--- src/rtl/dcache_defs.svh ---
// ~~~~~~~~~~~~~~~~~~~~~~~~~~~~~~~~~~~~~~~~~~~~~~~
// dcache sizes
// widths, set and way counts, request credits
// ~~~~~~~~~~~~~~~~~~~~~~~~~~~~~~~~~~~~~~~~~~~~~~~
`ifndef DCACHE_DEFS_SVH
`define DCACHE_DEFS_SVH

`define DC_ADDR_W   64
`define DC_DATA_W   64
`define DC_MASK_W   8
`define DC_INDEX_W  6
`define DC_OFFSET_W 3
`define DC_TAG_W    55
`define DC_SETS     64
`define DC_WAYS     2

// queue depth, also the credits the core starts with
`define DC_CREDITS  4

`endif

--- src/rtl/cache_bus_pkg.sv ---
// ~~~~~~~~~~~~~~~~~~~~~~~~~~~~~~~~~~~~~~~~~~~~~~~
// cache bus types
// core and memory transfers, tag array update
// ~~~~~~~~~~~~~~~~~~~~~~~~~~~~~~~~~~~~~~~~~~~~~~~
`include "dcache_defs.svh"

package cache_bus_pkg;

    typedef struct packed {
        logic                  write;
        logic [`DC_ADDR_W-1:0] addr;
        logic [`DC_DATA_W-1:0] wdata;
        logic [`DC_MASK_W-1:0] mask;
    } dc_req_t;

    typedef struct packed {
        logic [`DC_DATA_W-1:0] rdata;
        logic                  write;
    } dc_resp_t;

    typedef struct packed {
        logic                  write;
        logic [`DC_ADDR_W-1:0] addr;
        logic [`DC_DATA_W-1:0] wdata;
    } dc_mem_req_t;

    // write of one way's tag entry plus the set's lru bit
    typedef struct packed {
        logic                   en;
        logic                   way;
        logic [`DC_INDEX_W-1:0] index;
        logic [`DC_TAG_W-1:0]   tag;
        logic                   valid;
        logic                   dirty;
        logic                   lru_way;
    } dc_tag_upd_t;

endpackage

--- src/rtl/req_queue.sv ---
// ~~~~~~~~~~~~~~~~~~~~~~~~~~~~~~~~~~~~~~~~~~~~~~~
// request queue
// circular FIFO of core requests, one credit back per pop
// ~~~~~~~~~~~~~~~~~~~~~~~~~~~~~~~~~~~~~~~~~~~~~~~
`timescale 1ns/10ps
`include "dcache_defs.svh"

module req_queue (
    input  logic                   clk,
    input  logic                   rst,
    input  logic                   req_valid_i,
    input  cache_bus_pkg::dc_req_t req_i,
    output logic                   head_valid_o,
    output cache_bus_pkg::dc_req_t head_o,
    input  logic                   pop_i,
    output logic                   credit_o
);

    localparam int PTR_W = $clog2(`DC_CREDITS);
    localparam int CNT_W = $clog2(`DC_CREDITS + 1);

    cache_bus_pkg::dc_req_t fifo_mem [`DC_CREDITS];
    logic [PTR_W-1:0]       wr_ptr_q;
    logic [PTR_W-1:0]       rd_ptr_q;
    logic [CNT_W-1:0]       count_q;

    function automatic logic [PTR_W-1:0] ptr_next(input logic [PTR_W-1:0] ptr);
        if (ptr == PTR_W'(`DC_CREDITS - 1)) begin
            return '0;
        end
        return ptr + 1'b1;
    endfunction

    always_ff @(posedge clk or negedge rst) begin
        if (!rst) begin
            wr_ptr_q <= '0;
            rd_ptr_q <= '0;
            count_q  <= '0;
            credit_o <= 1'b0;
        end else begin
            if (req_valid_i) begin
                wr_ptr_q <= ptr_next(wr_ptr_q);
            end
            if (pop_i) begin
                rd_ptr_q <= ptr_next(rd_ptr_q);
            end
            count_q  <= count_q + CNT_W'(req_valid_i) - CNT_W'(pop_i);
            // one credit per entry that leaves
            credit_o <= pop_i;
        end
    end

    // at most one entry per credit the core holds
    always_ff @(posedge clk) begin
        if (req_valid_i) begin
            fifo_mem[wr_ptr_q] <= req_i;
        end
    end

    assign head_valid_o = (count_q != '0);
    assign head_o       = fifo_mem[rd_ptr_q];

endmodule

--- config.mk ---
export PLATFORM = sky130hd
export DESIGN_NAME = req_queue
export DESIGN_NICKNAME = d
export VERILOG_FILES = /design/src/rtl/cache_bus_pkg.sv /design/src/rtl/req_queue.sv
export VERILOG_INCLUDE_DIRS = /design/src /design/src/rtl
export SDC_FILE = /design/constraint.sdc
export NUM_CORES = 1
export LEC_CHECK = 0
export BUFFER_PORTS_ARGS = -buffer_cell sky130_fd_sc_hd__buf_2
export CAP_MARGIN = 20
export CORE_MARGIN = 1
export CORE_UTILIZATION = 25
export CTS_CLUSTER_SIZE = 30
export DETAILED_ROUTE_END_ITERATION = 10
export HOLD_SLACK_MARGIN = 0.05
export PLACE_DENSITY = 0.47
export SLEW_MARGIN = 20
export SYNTH_ARGS = -nofsm -noshare
export SYNTH_HDL_FRONTEND = slang
export SYNTH_SLANG_ARGS = --single-unit
--- constraint.sdc ---
create_clock -name clk -period 4.46 [get_ports clk]
set_input_delay 0.669 -clock clk [delete_from_list [all_inputs] [get_ports clk]]
set_output_delay 0.669 -clock clk [all_outputs]
set_load 0.02 [all_outputs]
==> results.sh <==
export IMPL_drv_cap=0
export IMPL_min_period_ps=3360
export IMPL_synth_fp_nets=901
export IMPL_finalSetupTns_ps=0
export IMPL_crit_path_end_kind="output port"
export IMPL_cp_start_kind="register"
export IMPL_cts_made_buffers=61
export IMPL_path_clk_slew_ps=60
export IMPL_seq_area_frac_synth_pct=82.4
export IMPL_num_vias=9072
export IMPL_setup_viol=0
export IMPL_async_flop_share_pct=1.44
export IMPL_relSlewSlack_pct=45.6
export IMPL_worstSkewPairLatency_ps=620
export IMPL_crit_buf_inv=2
export IMPL_viasPerCell=4.17
export IMPL_slew_violations=0
export IMPL_grt_total_usage_pct=10.5
export IMPL_ir_worst_vdd_mv=0.330
export IMPL_rsz0062_at_grt="no"
export IMPL_io_buffers=279
export IMPL_critPathCapture="head_o[67]"
export IMPL_wl_met3_mm=4.24
export IMPL_drive_gt1_share_pct=46.6
export IMPL_cp_data_required_time_ps=3790
export IMPL_hold_violations=0
export IMPL_nets=1226
export IMPL_worstHoldPathType="in -> reg"
export IMPL_yosysTopAreaCell="edfxtp_1"
export IMPL_rr_endpoint="fifo_mem[0][132]"
export IMPL_synth_ff_type="edfxtp_1"
export IMPL_root_buffer="clkbuf_16"
export IMPL_wl_per_cell_um=19.8
export IMPL_clock_sinks=556
export IMPL_status="finished, final reports clean"
export IMPL_avgSynthCellArea_um2=26.9
export IMPL_worst_path_largest_cell_delay_ps=870
export IMPL_crit_reg2reg_launch="wr_ptr_q[0]"
export IMPL_clockBufferDepth=3
export IMPL_area_growth_pct=22.7
export IMPL_clock_skew_ps=15.4
export IMPL_dp_hpwl_mm=25.4
export IMPL_dr_first_iter_drc_count=361
export IMPL_synth_edf_count=548
export IMPL_die_w_um=286
export IMPL_cts_tree="built"
export IMPL_power_density_nw_per_um2=667
export IMPL_grt_pass1_vias=10200
export IMPL_grt_pass1_wl_mm=64.1
export IMPL_reg2regPathDepth=4
export IMPL_hold_depth=1
export IMPL_route_detailed_drc=0
export IMPL_yosysTopAreaCellShare_pct=81.4
export IMPL_drt_wl_total_mm=43.2
export IMPL_tightest_slew_ps=816
export IMPL_place_gp_congestion=0.673
export IMPL_overflow=0
export IMPL_die_h_um=286
export IMPL_row_count=103
export IMPL_criticalPathCategory="reg -> out"
export IMPL_yosys_warnings=0
export IMPL_final_area_um2=24800
export IMPL_netlist_instances=752
export IMPL_critPathArrivalTime_ps=2690
export IMPL_die_area_um2=82000
export IMPL_cp_cell_sequence="buf_12 > mux4_2 > buf_2"
export IMPL_cp_depth=3
export IMPL_ys_ff_latch=556
export IMPL_dr_wl_met2_mm=20.6
export IMPL_antenna_left=0
export IMPL_crit_path_start="rd_ptr_q[0]"
export IMPL_dr_pass1_iters=4
export IMPL_coreArea_um2=79500
export IMPL_top_layer="met5"
export IMPL_crit_family="flip-flops"
export IMPL_ctsResizeCount=0
export IMPL_yosysUniqueCellTypes=19
export IMPL_dpl_cell_area_um2=23000
export IMPL_fmax_mhz=297
export IMPL_grt_max_degree=59
export IMPL_pin_count=280
export IMPL_antenna_found_initial=13
export IMPL_critPathMaxFanout=40
export IMPL_h_tree_depth=2
export IMPL_wl_met1_mm=17.3
export IMPL_r2r_setup_slack_ps=2360
export IMPL_p_leak_uw=0.00822
export IMPL_fin_crit_sh_pct=75.4
export IMPL_start_util_pct=25.4
export IMPL_cp_slowest_cell="dfrtp_4"
export IMPL_synthTopCellsByArea="edfxtp_1 (81%), mux4_2 (15%), dfrtp_1 (0.99%)"
export IMPL_synthesis_area_um2=20200
==> stage by stage <==
| stage | setup WS (ps) | cells | hold slack [ps] | total power [uW] | utilization (%) |
|---|---|---|---|---|---|
| 3_3_place_gp | 1620 | 2063 | 529 | 12300 | 28.9 |
| 4_1_cts | 951 | 2176 | 210 | 17000 | 31.2 |
| 2_1_floorplan | 145 | 752 | 373 | 10600 | - |
| 3_5_place_dp | 1630 | 2063 | 531 | 12300 | 28.9 |
| 6_report | 1100 | 2178 | 260 | 16600 | 31.2 |
| 5_1_grt | 890 | 2176 | 221 | 17400 | 31.2 |
==> Yosys cell counts (2+ instances only) <==
| cell type | instances |
|---|---|
| and2_1 | 4 |
| buf_2 | 14 |
| buf_6 | 14 |
| dfrtp_1 | 8 |
| edfxtp_1 | 548 |
| ha_1 | 7 |
| inv_1 | 6 |
| mux2_2 | 2 |
| mux4_2 | 137 |
| o21ai_0 | 2 |
| xnor2_1 | 2 |
==> layout make-up <==
class	instances	area, um2
Timing Repair Buffer	293	1670
Inverter	6	22.5
Clock inverter	41	264
Sequential cell	556	16700
Fill cell	7622	54700
Multi-Input combinational cell	159	3300
Tap cell	1050	1310
Clock buffer	71	1560
Antenna cell	2	5.00
==> power by group <==
part	switching (uW)	internal (uW)	leakage, uW
Clock	1970	2610	0.000892
Combinational	2940	2010	0.00220
Sequential	338	6690	0.00513
Total	5240	11300	0.00822
==> registers in the layout, summed over array words and instances, names as in the netlist <==
signal,cells
wr_ptr_q,2
rd_ptr_q,2
credit_o,1
count_q,3
fifo_mem,548
==> per-layer routing <==
layer / vias up / GRT usage [%]
met5: - / 0
met1: 4782 / 12.4
li1: 3923 / -
met4: 24 / 3.02
met2: 254 / 17.3
met3: 89 / 4.63
==> cells by family (layout without fill, tap and decap cells) <==
family | after synthesis | count (layout) | synth area share (%)
AOI/OAI and AO/OA | 2 | 2 | 0.0495
xor gates and xnor gates | 2 | 2 | 0.0867
adders and majority gates | 8 | 8 | 0.532
buffers and inverters | 37 | 411 | 1.31
DFF | 556 | 556 | 82.4
muxes | 139 | 139 | 15.4
other | 0 | 2 | 0
and+or+nand+nor | 8 | 8 | 0.235
==> cell usage in the layout (no fill, tap or decap), types with 3 or more instances in the layout <==
cell type and n:
edfxtp_1 548, buf_2 279, mux4_2 137, clkbuf_16 61, clkinv_1 15, clkinv_2 15
buf_12 13, clkbuf_1 10, ha_1 7, inv_1 6, dfrtp_1 6, clkinvlp_4 5
and2_4 4, inv_6 3
==> worst min-delay path by stage <==
stage                            endpoint  slack (ps)       from
after floorplan                count_q[0]         370        rst
after global placement           credit_o         530        rst
after detailed placement         credit_o         530        rst
after CTS                 fifo_mem[1][90]         210  req_i[90]
after global routing             credit_o         220      pop_i
final                            credit_o         260      pop_i
==> timing repair <==
item | in CTS | in global routing
hold buffers | 1 | 0
setup buffers | 0 | 0
hold endpoints to repair | 8 | 0
No activity file was read; power rests on OpenSTA's default activity.
