`config.mk`:
```
export PLATFORM = sky130hd
export DESIGN_NAME = miss_engine
export DESIGN_NICKNAME = d
export VERILOG_FILES = /design/src/rtl/cache_bus_pkg.sv /design/src/rtl/cache_geom_pkg.sv /design/src/rtl/miss_engine.sv
export VERILOG_INCLUDE_DIRS = /design/src /design/src/rtl
export SDC_FILE = /design/constraint.sdc
export NUM_CORES = 1
export LEC_CHECK = 0
export ABC_AREA = 1
export BUFFER_PORTS_ARGS = -buffer_cell sky130_fd_sc_hd__buf_2
export CORE_AREA = 2 2 287 289
export CTS_CLUSTER_DIAMETER = 60
export DETAILED_ROUTE_END_ITERATION = 8
export DIE_AREA = 0 0 289 291
export MAX_ROUTING_LAYER = met4
export PLACE_DENSITY = 0.4
export SLEW_MARGIN = 15
export SYNTH_ARGS = -nofsm -noshare
export SYNTH_HDL_FRONTEND = slang
export SYNTH_SLANG_ARGS = --single-unit
```
`constraint.sdc`:
```
create_clock -name clk -period 5.2 [get_ports clk]
set_input_delay 0.26 -clock clk [delete_from_list [all_inputs] [get_ports clk]]
set_output_delay 0.26 -clock clk [all_outputs]
set_load 0.02 [all_outputs]
```
`src/rtl/dcache_defs.svh`:
```
// ~~~~~~~~~~~~~~~~~~~~~~~~~~~~~~~~~~~~~~~~~~~~~~~
// dcache sizes
// widths, set and way counts, request credits
// ~~~~~~~~~~~~~~~~~~~~~~~~~~~~~~~~~~~~~~~~~~~~~~~
`ifndef DCACHE_DEFS_SVH
`define DCACHE_DEFS_SVH

`define DC_ADDR_W   64
`define DC_DATA_W   64
`define DC_MASK_W   8
`define DC_INDEX_W  6
`define DC_OFFSET_W 3
`define DC_TAG_W    55
`define DC_SETS     64
`define DC_WAYS     2

// queue depth, also the credits the core starts with
`define DC_CREDITS  4

`endif

```
`src/rtl/cache_bus_pkg.sv`:
```
// ~~~~~~~~~~~~~~~~~~~~~~~~~~~~~~~~~~~~~~~~~~~~~~~
// cache bus types
// core and memory transfers, tag array update
// ~~~~~~~~~~~~~~~~~~~~~~~~~~~~~~~~~~~~~~~~~~~~~~~
`include "dcache_defs.svh"

package cache_bus_pkg;

    typedef struct packed {
        logic                  write;
        logic [`DC_ADDR_W-1:0] addr;
        logic [`DC_DATA_W-1:0] wdata;
        logic [`DC_MASK_W-1:0] mask;
    } dc_req_t;

    typedef struct packed {
        logic [`DC_DATA_W-1:0] rdata;
        logic                  write;
    } dc_resp_t;

    typedef struct packed {
        logic                  write;
        logic [`DC_ADDR_W-1:0] addr;
        logic [`DC_DATA_W-1:0] wdata;
    } dc_mem_req_t;

    // write of one way's tag entry plus the set's lru bit
    typedef struct packed {
        logic                   en;
        logic                   way;
        logic [`DC_INDEX_W-1:0] index;
        logic [`DC_TAG_W-1:0]   tag;
        logic                   valid;
        logic                   dirty;
        logic                   lru_way;
    } dc_tag_upd_t;

endpackage

```
`src/rtl/cache_geom_pkg.sv`:
```
// ~~~~~~~~~~~~~~~~~~~~~~~~~~~~~~~~~~~~~~~~~~~~~~~
// cache geometry types
// address split and tag lookup result
// ~~~~~~~~~~~~~~~~~~~~~~~~~~~~~~~~~~~~~~~~~~~~~~~
`include "dcache_defs.svh"

package cache_geom_pkg;

    typedef logic [`DC_TAG_W-1:0]   dc_tag_t;
    typedef logic [`DC_INDEX_W-1:0] dc_index_t;

    typedef struct packed {
        dc_tag_t                 tag;
        dc_index_t               index;
        logic [`DC_OFFSET_W-1:0] offset;
    } dc_addr_fields_t;

    // same 64 bits, seen raw or split into fields
    typedef union packed {
        logic [`DC_ADDR_W-1:0] raw;
        dc_addr_fields_t       f;
    } dc_addr_u;

    typedef struct packed {
        cache_bus_pkg::dc_req_t req;
        logic                   hit;
        logic                   hit_way;
        logic                   victim_way;
        logic                   victim_valid;
        logic                   victim_dirty;
        dc_tag_t                victim_tag;
    } dc_lookup_t;

endpackage

```
`src/rtl/miss_engine.sv`:
```
// ~~~~~~~~~~~~~~~~~~~~~~~~~~~~~~~~~~~~~~~~~~~~~~~
// miss engine
// hit update, dirty write-back, refill, store merge
// and core response, one request at a time
// ~~~~~~~~~~~~~~~~~~~~~~~~~~~~~~~~~~~~~~~~~~~~~~~
`timescale 1ns/10ps
`include "dcache_defs.svh"

module miss_engine (
    input  logic                                clk,
    input  logic                                rst,
    input  logic                                res_valid_i,
    input  cache_geom_pkg::dc_lookup_t          res_i,
    input  logic [`DC_WAYS-1:0][`DC_DATA_W-1:0] ram_data_i,
    output logic                                idle_o,
    output logic                                wr_en_o,
    output logic                                wr_way_o,
    output cache_geom_pkg::dc_index_t           wr_index_o,
    output logic [`DC_DATA_W-1:0]               wr_data_o,
    output logic [`DC_MASK_W-1:0]               wr_mask_o,
    output cache_bus_pkg::dc_tag_upd_t          upd_o,
    output logic                                resp_valid_o,
    output cache_bus_pkg::dc_resp_t             resp_o,
    output logic                                mem_req_valid_o,
    output cache_bus_pkg::dc_mem_req_t          mem_req_o,
    input  logic                                mem_ack_i,
    input  logic [`DC_DATA_W-1:0]               mem_rdata_i
);

    typedef enum logic [2:0] {
        st_idle,
        st_hit,
        st_wb,
        st_refill,
        st_resp
    } state_t;

    state_t                     state_q;
    cache_geom_pkg::dc_lookup_t lk_q;
    logic [`DC_DATA_W-1:0]      data_q;
    logic [`DC_DATA_W-1:0]      merged;
    logic                       way;
    logic                       finish;
    cache_geom_pkg::dc_addr_u   req_addr;
    cache_geom_pkg::dc_addr_u   wb_addr;
    cache_geom_pkg::dc_addr_u   fill_addr;

    assign idle_o = (state_q == st_idle);
    assign finish = (state_q == st_hit) || (state_q == st_resp);

    always_ff @(posedge clk or negedge rst) begin
        if (!rst) begin
            state_q      <= st_idle;
            resp_valid_o <= 1'b0;
        end else begin
            resp_valid_o <= finish;
            case (state_q)
                st_idle: begin
                    if (res_valid_i) begin
                        if (res_i.hit) begin
                            state_q <= st_hit;
                        end else if (res_i.victim_valid && res_i.victim_dirty) begin
                            state_q <= st_wb;
                        end else begin
                            state_q <= st_refill;
                        end
                    end
                end
                st_wb: begin
                    if (mem_ack_i) begin
                        state_q <= st_refill;
                    end
                end
                st_refill: begin
                    if (mem_ack_i) begin
                        state_q <= st_resp;
                    end
                end
                default: state_q <= st_idle;
            endcase
        end
    end

    // data_q holds the hit or victim word, then the refilled word
    always_ff @(posedge clk) begin
        if ((state_q == st_idle) && res_valid_i) begin
            lk_q   <= res_i;
            data_q <= ram_data_i[res_i.hit ? res_i.hit_way : res_i.victim_way];
        end else if ((state_q == st_refill) && mem_ack_i) begin
            data_q <= mem_rdata_i;
        end
        if (finish) begin
            resp_o.rdata <= merged;
            resp_o.write <= lk_q.req.write;
        end
    end

    always_comb begin
        for (int b = 0; b < `DC_MASK_W; b++) begin
            if (lk_q.req.write && lk_q.req.mask[b]) begin
                merged[8*b +: 8] = lk_q.req.wdata[8*b +: 8];
            end else begin
                merged[8*b +: 8] = data_q[8*b +: 8];
            end
        end
    end

    always_comb begin
        req_addr.raw     = lk_q.req.addr;
        wb_addr.f.tag    = lk_q.victim_tag;
        wb_addr.f.index  = req_addr.f.index;
        wb_addr.f.offset = '0;
        fill_addr        = req_addr;
        fill_addr.f.offset = '0;
        way = (state_q == st_hit) ? lk_q.hit_way : lk_q.victim_way;

        // hit store writes its bytes, refill writes the whole merged word
        wr_en_o    = (state_q == st_resp) || ((state_q == st_hit) && lk_q.req.write);
        wr_way_o   = way;
        wr_index_o = req_addr.f.index;
        wr_data_o  = (state_q == st_hit) ? lk_q.req.wdata : merged;
        wr_mask_o  = (state_q == st_hit) ? lk_q.req.mask : '1;

        upd_o.en      = finish;
        upd_o.way     = way;
        upd_o.index   = req_addr.f.index;
        upd_o.tag     = req_addr.f.tag;
        upd_o.valid   = 1'b1;
        upd_o.dirty   = lk_q.req.write;
        upd_o.lru_way = way;

        mem_req_valid_o = (state_q == st_wb) || (state_q == st_refill);
        mem_req_o.write = (state_q == st_wb);
        mem_req_o.addr  = (state_q == st_wb) ? wb_addr.raw : fill_addr.raw;
        mem_req_o.wdata = data_q;
    end

endmodule

```
==> reports/qor.txt, run 1 <==
fillers -> 8,709
crit path launch -> state_q[0]$_DFFE_PN0P_
result of the run -> complete, no violations
Final Critical Period -> 3.33 ns
I/O Pins -> 736
drc violations -> 0
Mapped Avg Cell Area -> 10.1 um2
die width -> 289 um
DRT iter0 DRCs -> 588
WHS -> 0.0652 ns
first-pass detailed-route iteration total -> 7
Min-Delay Path Class -> in -> async
Slew Limit Fails -> 0
synth top area cells -> edfxtp_1, nand2_1, inv_1
CTS tree -> yes
register area share after synthesis -> 0.658
VDD IR max -> 0.000322 V
Worst Skew -> 0.0216 ns
number of synthesis warnings -> 0
Final ANT Viol Nets -> 0
initial antenna violation count -> 3
drt via density -> 3.81
share of the synthesized area in the top cell type -> 0.651
endpoints failing setup -> 0
Final Hold Fails -> 0
R2R cell count -> 5
Worst Setup EP -> upd_o[65]
Initial Utilization -> 0.182
top cell type by total area after synthesis -> edfxtp_1
fraction of layout cells with a size suffix above 1 -> 0.344
CTS Buffer Depth -> 3
slew margin rel. -> 0.196
GRT overflow -> 0
cts bufs inserted -> 46
routed wire length -> 57,800 um
Setup Fix Bufs, Post-CTS -> 0
synthesis-to-finish area growth -> 54.3%
number of H-tree levels -> 2
worst-margin pin slew -> 1.21 ns
die height -> 291 um
pwr/cell area -> 535 nW/um2
CTS Root Cell -> clkbuf_16
Port Buf Inserts -> 728
Fin Setup TNS -> 0 ns
Hold Buf Count CTS -> 252
Nets -> 2,756
fin crit share -> 0.641
Routed wire per std cell -> 16.7 um
Leakage -> 10.8 nW
Synth Instances -> 1,467
flops & latches, synth -> 324
num rows -> 105
GP Congestion -> 0.882
power after layout -> 12.2 mW
worst reg2reg setup slack -> 2.57 ns
Global Route Usage Sum -> 0.134
worst-skew pair later-pin latency -> 0.57 ns
CP Launch Type -> flip-flop
mapped cell area -> 14,800 um2
max cap viols -> 0
critical path peak fanout -> 90
CTS resizes -> 0
FF-to-FF Start -> state_q[0]$_DFFE_PN0P_
unrepaired setup endpoints after global routing -> false
Core Region -> 81,200 um2
library cells used by synthesis -> 20
CP endpoint kind -> output pin
number of global-route vias before repair -> 13,626
clk slew on worst S/H paths -> 0.05 ns
pin count of the biggest net entering global routing -> 143
R2R Path End -> resp_o[53]$_DFFE_PP_
dpl ws -> 2.27 ns
PnR worst setup slack -> 1.87 ns
kind of critical path -> reg -> out
DR vias -> 13,209
full die area -> 84,100 um2
Critical Path AT -> 3.07 ns
first-pass GRT wire length -> 82,700 um
post-DP HPWL -> 42,800 um
# clock sinks -> 324
Required @ worst endpoint -> 4.94 ns
f_max -> 300 MHz
-- cell usage after synthesis, drive strengths merged --
library cell,number
edfxtp,320
dfrtp,4
or2,8
nand2,582
conb,2
inv,205
buf,131
nor2,5
clkbuf,12
o21ai,129
nand3,69
-- cell usage in the layout, fill, tap and decap left out, types with 2 or more instances in the layout --
| master | Yosys | routed |
|---|---|---|
| clkinv_2 | 0 | 6 |
| inv_6 | 0 | 8 |
| inv_2 | 3 | 2 |
| o21ai_0 | 110 | 109 |
| clkinv_1 | 0 | 6 |
| diode_2 | 0 | 4 |
| dlygate4sd3_1 | 0 | 252 |
| clkbuf_16 | 0 | 46 |
| inv_8 | 0 | 2 |
| conb_1 | 2 | 4 |
| o21ai_1 | 19 | 19 |
| or2_2 | 8 | 8 |
| inv_1 | 202 | 202 |
| buf_4 | 92 | 6 |
| nand2_4 | 0 | 4 |
| nand3_1 | 69 | 69 |
| nand2_1 | 578 | 577 |
| buf_2 | 24 | 728 |
| clkbuf_1 | 8 | 8 |
| dfrtp_1 | 4 | 4 |
| nor2_4 | 2 | 3 |
| buf_12 | 0 | 3 |
| edfxtp_1 | 320 | 320 |
-- registers in the layout, indices dropped and copies added (netlist names) --
name	flops
lk_q	129
resp_o	65
data_q	64
req_addr	61
state_q	3
resp_valid_o	1
upd_o	1
-- kinds of logic (layout without fill, tap and decap cells) --
group                  after synthesis  after routing  synth area share
flip-flops                         324            324             0.658
AO/OA/AOI/OAI                      129            129            0.0437
AND/OR/NAND/NOR                    664            664             0.178
buffers and inverters              348           1272             0.120
other                                2              8          0.000509
-- metrics by stage --
step           cells   util  area [um2]
2_1_floorplan   1469      -       14800
3_3_place_gp    3133  0.233       18900
3_5_place_dp    3133  0.233       18900
4_1_cts         3463  0.280       22800
5_1_grt         3465  0.281       22800
6_report        3467  0.281       22800
-- how the worst min path moves through the flow --
stage,slack (ns),startpoint,end,cells after the start
after floorplan,-0.04,rst,resp_valid_o$_DFF_PN0_,0
after global placement,0.07,rst,resp_valid_o$_DFF_PN0_,1
after detailed placement,0.08,rst,resp_valid_o$_DFF_PN0_,1
after CTS,0.02,ram_data_i[127],data_q[63]$_DFFE_PP_,5
after global routing,0.04,rst,resp_valid_o$_DFF_PN0_,2
final,0.07,rst,resp_valid_o$_DFF_PN0_,2
-- area by class of cell --
cell class / count / area (um2) / area share
Tap cell: 1070 / 1340 / 0.0588
Clock inverter: 24 / 173 / 0.00758
Timing Repair Buffer: 989 / 6270 / 0.275
Inverter: 205 / 771 / 0.0338
Antenna cell: 4 / 10.0 / 0.000439
Clock buffer: 54 / 1180 / 0.0518
Multi-Input combinational cell: 797 / 3330 / 0.146
Sequential cell: 324 / 9710 / 0.426
-- metal layers --
metal / up-vias / GRT usage / wire (um)
met5: - / - / 0
met4: 0 / 0.0478 / 1990
met3: 114 / 0.0298 / 4190
met2: 525 / 0.236 / 29100
met1: 6150 / 0.148 / 22500
li1: 6420 / - / -
-- critical path, stage by stage (launching register included) --
cell	delay, ns
dfrtp_1	0.39
inv_1	0.09
nor2_2	0.17
nand2_4	0.51
nand2_4	0.64
buf_4	0.44
buf_2	0.24
-- report_power, final --
part           total (mW)  switching [mW]  internal (mW)
Clock                2.87            1.23           1.64
Sequential           4.19           0.302           3.89
Combinational        5.13            3.72           1.41
(Power assumes the default switching activity.)
==> inputs of run 2 (changes only) <==
Settings changed: ABC_AREA 1 to 0, CORE_AREA 2 2 287 289 to 2 2 285 287, DIE_AREA 0 0 289 291 to 0 0 287 289, PLACE_DENSITY 0.4 to 0.38.
Clock period 5.2 ns to 3.2 ns, I/O delays scaled along.
==> reports/qor.txt, run 2 <==
result of the run -> complete, no violations
synth top area cells -> edfxtp_1, mux2_2, buf_4
full die area -> 82,900 um2
Slew Limit Fails -> 0
share of the synthesized area in the top cell type -> 0.679
f_max -> 351 MHz
Required @ worst endpoint -> 3.04 ns
# clock sinks -> 324
first-pass GRT wire length -> 75,400 um
Final ANT Viol Nets -> 0
predominant post-synthesis flop cell -> edfxtp_1
Mapped Avg Cell Area -> 16.4 um2
Global Route Usage Sum -> 0.126
Largest regs -> lk_q x129, resp_o x65, data_q x64
worst-skew pair later-pin latency -> 0.56 ns
Port Buf Inserts -> 728
Final Hold Fails -> 0
top cell type by total area after synthesis -> edfxtp_1
number of synthesis warnings -> 0
most common cell in the netlist -> edfxtp_1
hold depth -> 3
Critical Path AT -> 2.69 ns
Initial Utilization -> 0.177
endpoints failing setup -> 0
CP Launch Type -> flip-flop
top post-synthesis cells by count -> edfxtp_1, mux2_2, buf_4
final core utilization -> 0.288
num rows -> 104
Final Critical Period -> 2.85 ns
GP Congestion -> 0.844
pin count of the biggest net entering global routing -> 100
CTS Root Cell -> clkbuf_16
I/O Pins -> 736
R2R cell count -> 6
cts bufs inserted -> 44
critical path peak fanout -> 17
Core Region -> 79,900 um2
unrepaired setup endpoints after global routing -> false
flops & latches, synth -> 324
Routed wire per std cell -> 18.5 um
clk slew on worst S/H paths -> 0.06 ns
initial antenna violation count -> 5
CP endpoint kind -> output pin
synthesis-to-finish area growth -> 62.3%
fin crit share -> 0.890
drc violations -> 0
Worst Skew -> 0.0184 ns
Nets -> 2,239
slew margin rel. -> 0.569
register area share after synthesis -> 0.686
CTS tree -> yes
most frequent cells in the layout -> buf_2, edfxtp_1, dlygate4sd3_1, mux2_2, a21oi_1
die width -> 287 um
kind of critical path -> reg -> out
Slowest cell on crit path -> or3b_4
Cell Count, Final, Fillers Out -> 2,941
crit path cell chain -> or3b_4 > nand2_2 > mux2_2 > buf_2
VDD IR max -> 0.000341 V
worst-margin pin slew -> 0.646 ns
die height -> 289 um
CTS Buffer Depth -> 3
routed wire length -> 54,400 um
Largest Register -> lk_q
dpl cells -> 2,562
library cells used by synthesis -> 30
first-pass detailed-route iteration total -> 4
Leakage -> 9.39 nW
WHS -> 0.0263 ns
pwr/cell area -> 826 nW/um2
Min-Delay Path Class -> in -> reg
Fin Setup TNS -> 0 ns
number of H-tree levels -> 2
drt via density -> 3.74
max cap viols -> 0
Synth Instances -> 863
DRT iter0 DRCs -> 349
DR vias -> 10,997
mapped cell area -> 14,200 um2
fraction of registers with async set/reset -> 0.0123
number of global-route vias before repair -> 11,672
CP peak stage delay -> 0.64 ns
post-DP HPWL -> 40,900 um
commonest non-fill, non-tap cell in the layout -> buf_2
fraction of layout cells with a size suffix above 1 -> 0.540
Post-synth EDFFs -> 320
GRT overflow -> 0
max reg flops -> 129
-- run 2: cell count changes after synthesis, moves of 19 or more --
cell / delta
a21oi_1: +68
inv_1: -202
mux2_2: +175
mux2i_1: +66
nand2_1: -570
nand3_1: -69
nor2_1: +64
o21ai_0: -110
o21ai_1: -19
-- run 2: cell type report --
class	count	area (um2)
Fill cell	8327	56900
Sequential cell	324	9710
Timing Repair Buffer	1049	6900
Multi-Input combinational cell	427	3680
Tap cell	1060	1330
Clock buffer	60	1180
Clock inverter	18	178
Antenna cell	3	7.51
-- run 2: timing repair --
item                       4_1_cts  5_1_grt
hold buffers                   298        0
gates resized for setup          1        0
setup endpoints to repair        8        0
hold endpoints to repair       258        0
buffers inserted                 0        0
-- run 2: cell families (layout without fill, tap and decap cells) --
family | after synthesis | after routing | synth area share
buffers and inverters | 114 | 1127 | 0.0575
and+or+nand+nor | 103 | 103 | 0.0355
other | 2 | 7 | 0.000530
DFF | 324 | 324 | 0.686
muxes | 250 | 250 | 0.195
AOI/OAI and AO/OA | 70 | 70 | 0.0253
-- run 2: power breakdown --
| part | leakage [nW] | switching [mW] | total, mW | internal (mW) |
|---|---|---|---|---|
| sequential | 3.01 | 0.497 | 6.61 | 6.11 |
| combinational | 5.74 | 4.72 | 7.66 | 2.94 |
| clock | 0.645 | 1.88 | 4.71 | 2.82 |
| total | 9.39 | 7.10 | 19.0 | 11.9 |
-- run 2: critical path, delay by kind of cell (launching register included) --
family	cells	cell delay, ns
buffers and inverters	1	0.17
DFF	1	0.49
muxes	1	0.42
and+or+nand+nor	2	1.03
-- run 2: stage by stage --
step / cell area [um2] / power [mW] / setup WS, ns
after floorplan: 14200 / 11.2 / -0.00294
after global routing: 23000 / 19.9 / 0.211
after global placement: 18600 / 14.1 / 0.581
after CTS: 23000 / 19.4 / 0.238
after detailed placement: 18600 / 14.1 / 0.571
final: 23000 / 19.0 / 0.351
-- run 2: routing by layer --
layer  GRT usage  wire (um)  share of wire  vias up
met5           -          0              0        -
met4      0.0366       1170          0.021        0
met3      0.0313       3610          0.066       67
met2       0.225      28400           0.52      428
met1       0.139      21200           0.39     5327
li1            -          -              -     5175
-- run 2: worst paths after layout --
check | start | to | slack, ns
worst max register to register | state_q[1]$_DFFE_PN0P_ | data_q[41]$_DFFE_PP_ | 0.46
worst min register to register | lk_q[89]$_DFFE_PP_ | resp_o[22]$_DFFE_PP_ | 0.57
max in group asynchronous | rst | state_q[1]$_DFFE_PN0P_ | 2.36
worst max-delay path | state_q[2]$_DFFE_PN0P_ | wr_data_o[36] | 0.35
worst min-delay path | ram_data_i[64] | data_q[0]$_DFFE_PP_ | 0.03
min in group asynchronous | rst | resp_valid_o$_DFF_PN0_ | 0.59
==> inputs of run 3 (changes only) <==
Settings changed: PLACE_DENSITY 0.38 to not set, PLACE_DENSITY_LB_ADDON set to 0.12.
==> reports/qor.txt, run 3 (same netlist as run 2, synthesis figures left out) <==
FF-to-FF Start -> state_q[1]$_DFFE_PN0P_
fin crit share -> 0.900
design area -> 23,100 um2
VDD IR max -> 0.000412 V
drc violations -> 0
CP endpoint kind -> output pin
commonest non-fill, non-tap cell in the layout -> buf_2
most frequent cells in the layout -> buf_2, edfxtp_1, dlygate4sd3_1, mux2_2, a21oi_1
die height -> 289 um
worst-margin pin slew -> 0.785 ns
max cap viols -> 0
critical path peak fanout -> 11
CTS Buffer Depth -> 3
DRT iter0 DRCs -> 364
worst reg2reg setup slack -> 0.51 ns
number of global-route vias before repair -> 11,869
power after layout -> 19.4 mW
Nets -> 2,241
DR vias -> 10,839
Post-DP Area -> 18,600 um2
Worst Skew -> 0.0202 ns
max reg flops -> 129
GRT overflow -> 0
# clock sinks -> 324
Required @ worst endpoint -> 3.04 ns
fillers -> 8,300
first-pass GRT wire length -> 76,600 um
Global Route Usage Sum -> 0.129
fraction of layout cells with a size suffix above 1 -> 0.544
CTS tree -> yes
num rows -> 104
cts bufs inserted -> 49
Largest regs -> lk_q x129, resp_o x65, data_q x64
pin count of the biggest net entering global routing -> 118
Largest Register -> lk_q
full die area -> 82,900 um2
kind of critical path -> reg -> out
clk slew on worst S/H paths -> 0.05 ns
Final Critical Period -> 2.88 ns
result of the run -> complete, no violations
Initial Utilization -> 0.177
f_max -> 347 MHz
PnR worst setup slack -> 0.321 ns
endpoints failing setup -> 0
CTS Root Cell -> clkbuf_16
Worst Setup EP -> wr_data_o[51]
synthesis-to-finish area growth -> 63.3%
I/O Pins -> 736
Leakage -> 9.47 nW
slew margin rel. -> 0.477
Routed wire per std cell -> 18.8 um
routed wire length -> 55,300 um
Final ANT Viol Nets -> 0
drt via density -> 3.68
worst-skew pair later-pin latency -> 0.57 ns
die width -> 287 um
first-pass detailed-route iteration total -> 4
R2R Path End -> data_q[32]$_DFFE_PP_
initial antenna violation count -> 3
Port Buf Inserts -> 728
Slew Limit Fails -> 0
dpl ws -> 0.630 ns
pwr/cell area -> 839 nW/um2
Critical Path AT -> 2.72 ns
crit path launch -> state_q[0]$_DFFE_PN0P_
Min-Delay Path Class -> in -> reg
GP Congestion -> 0.800
post-DP HPWL -> 40,800 um
R2R cell count -> 6
Setup Fix Bufs, Post-CTS -> 0
Core Region -> 79,900 um2
number of H-tree levels -> 2
Final Hold Fails -> 0
CP Launch Type -> flip-flop
unrepaired setup endpoints after global routing -> false
run 3: changes by cell type in the layout (fill, tap and decap cells not counted), moves of 2 or more:
| cell | before | now |
|---|---|---|
| buf_4 | 15 | 11 |
| clkbuf_1 | 15 | 8 |
| clkbuf_16 | 45 | 51 |
| clkinv_2 | 0 | 5 |
| clkinvlp_4 | 3 | 1 |
| diode_2 | 3 | 1 |
| dlygate4sd3_1 | 298 | 300 |
| inv_6 | 2 | 5 |
run 3: metal layers:
| metal | up-vias | share of wire | wire length [um] | global-route usage |
|---|---|---|---|---|
| met2 | 390 | 0.54 | 30100 | 0.240 |
| li1 | 5176 | - | - | - |
| met3 | 74 | 0.059 | 3240 | 0.0287 |
| met1 | 5199 | 0.37 | 20600 | 0.135 |
| met4 | 0 | 0.025 | 1360 | 0.0382 |
| met5 | - | 0 | 0 | - |
run 3: where the power goes:
part / switching (mW) / internal, mW
registers: 0.509 / 6.12
logic: 4.71 / 2.92
clock network: 2.01 / 3.13
run 3: final cells by class:
| class | count | area (um2) | area share |
|---|---|---|---|
| multi-input cells | 427 | 3680 | 0.159 |
| clock inverters | 26 | 226 | 0.00980 |
| flip-flops and latches | 324 | 9710 | 0.420 |
| diodes | 1 | 2.50 | 0.000108 |
| repair buffers | 1046 | 6870 | 0.297 |
| well taps | 1060 | 1330 | 0.0574 |
| clock buffers | 59 | 1310 | 0.0565 |
run 3: timing repair:
action                     4_1_cts  5_1_grt
setup endpoints to repair        1        0
hold buffers                   300        0
resized for setup                1        0
hold endpoints to repair       257        0
run 3: metrics by stage:
stage	util	setup TNS (ns)	hold slack, ns	instances
detailed placement	0.232	0	-0.0157	2557
global placement	0.232	0	-0.0183	2557
global route	0.289	0	0.0242	2943
finish	0.289	0	0.0361	2943
CTS	0.289	0	0.000853	2942
floorplan	-	-0.00294	-0.136	865
run 3: worst min-delay path by stage:
stage | start | endpoint | slack (ns) | cells after the start
floorplan | rst | resp_valid_o$_DFF_PN0_ | -0.14 | 0
global placement | rst | resp_valid_o$_DFF_PN0_ | -0.02 | 1
detailed placement | rst | resp_valid_o$_DFF_PN0_ | -0.02 | 1
CTS | mem_rdata_i[63] | data_q[63]$_DFFE_PP_ | 0.0009 | 3
global route | ram_data_i[106] | data_q[42]$_DFFE_PP_ | 0.02 | 3
finish | ram_data_i[69] | data_q[5]$_DFFE_PP_ | 0.04 | 3
run 3: critical path, cell delays in order (launching register included):
cell,delay [ns]
dfrtp_1,0.54
or3b_4,0.55
buf_4,0.26
nand2_2,0.21
mux2_2,0.40
buf_2,0.17
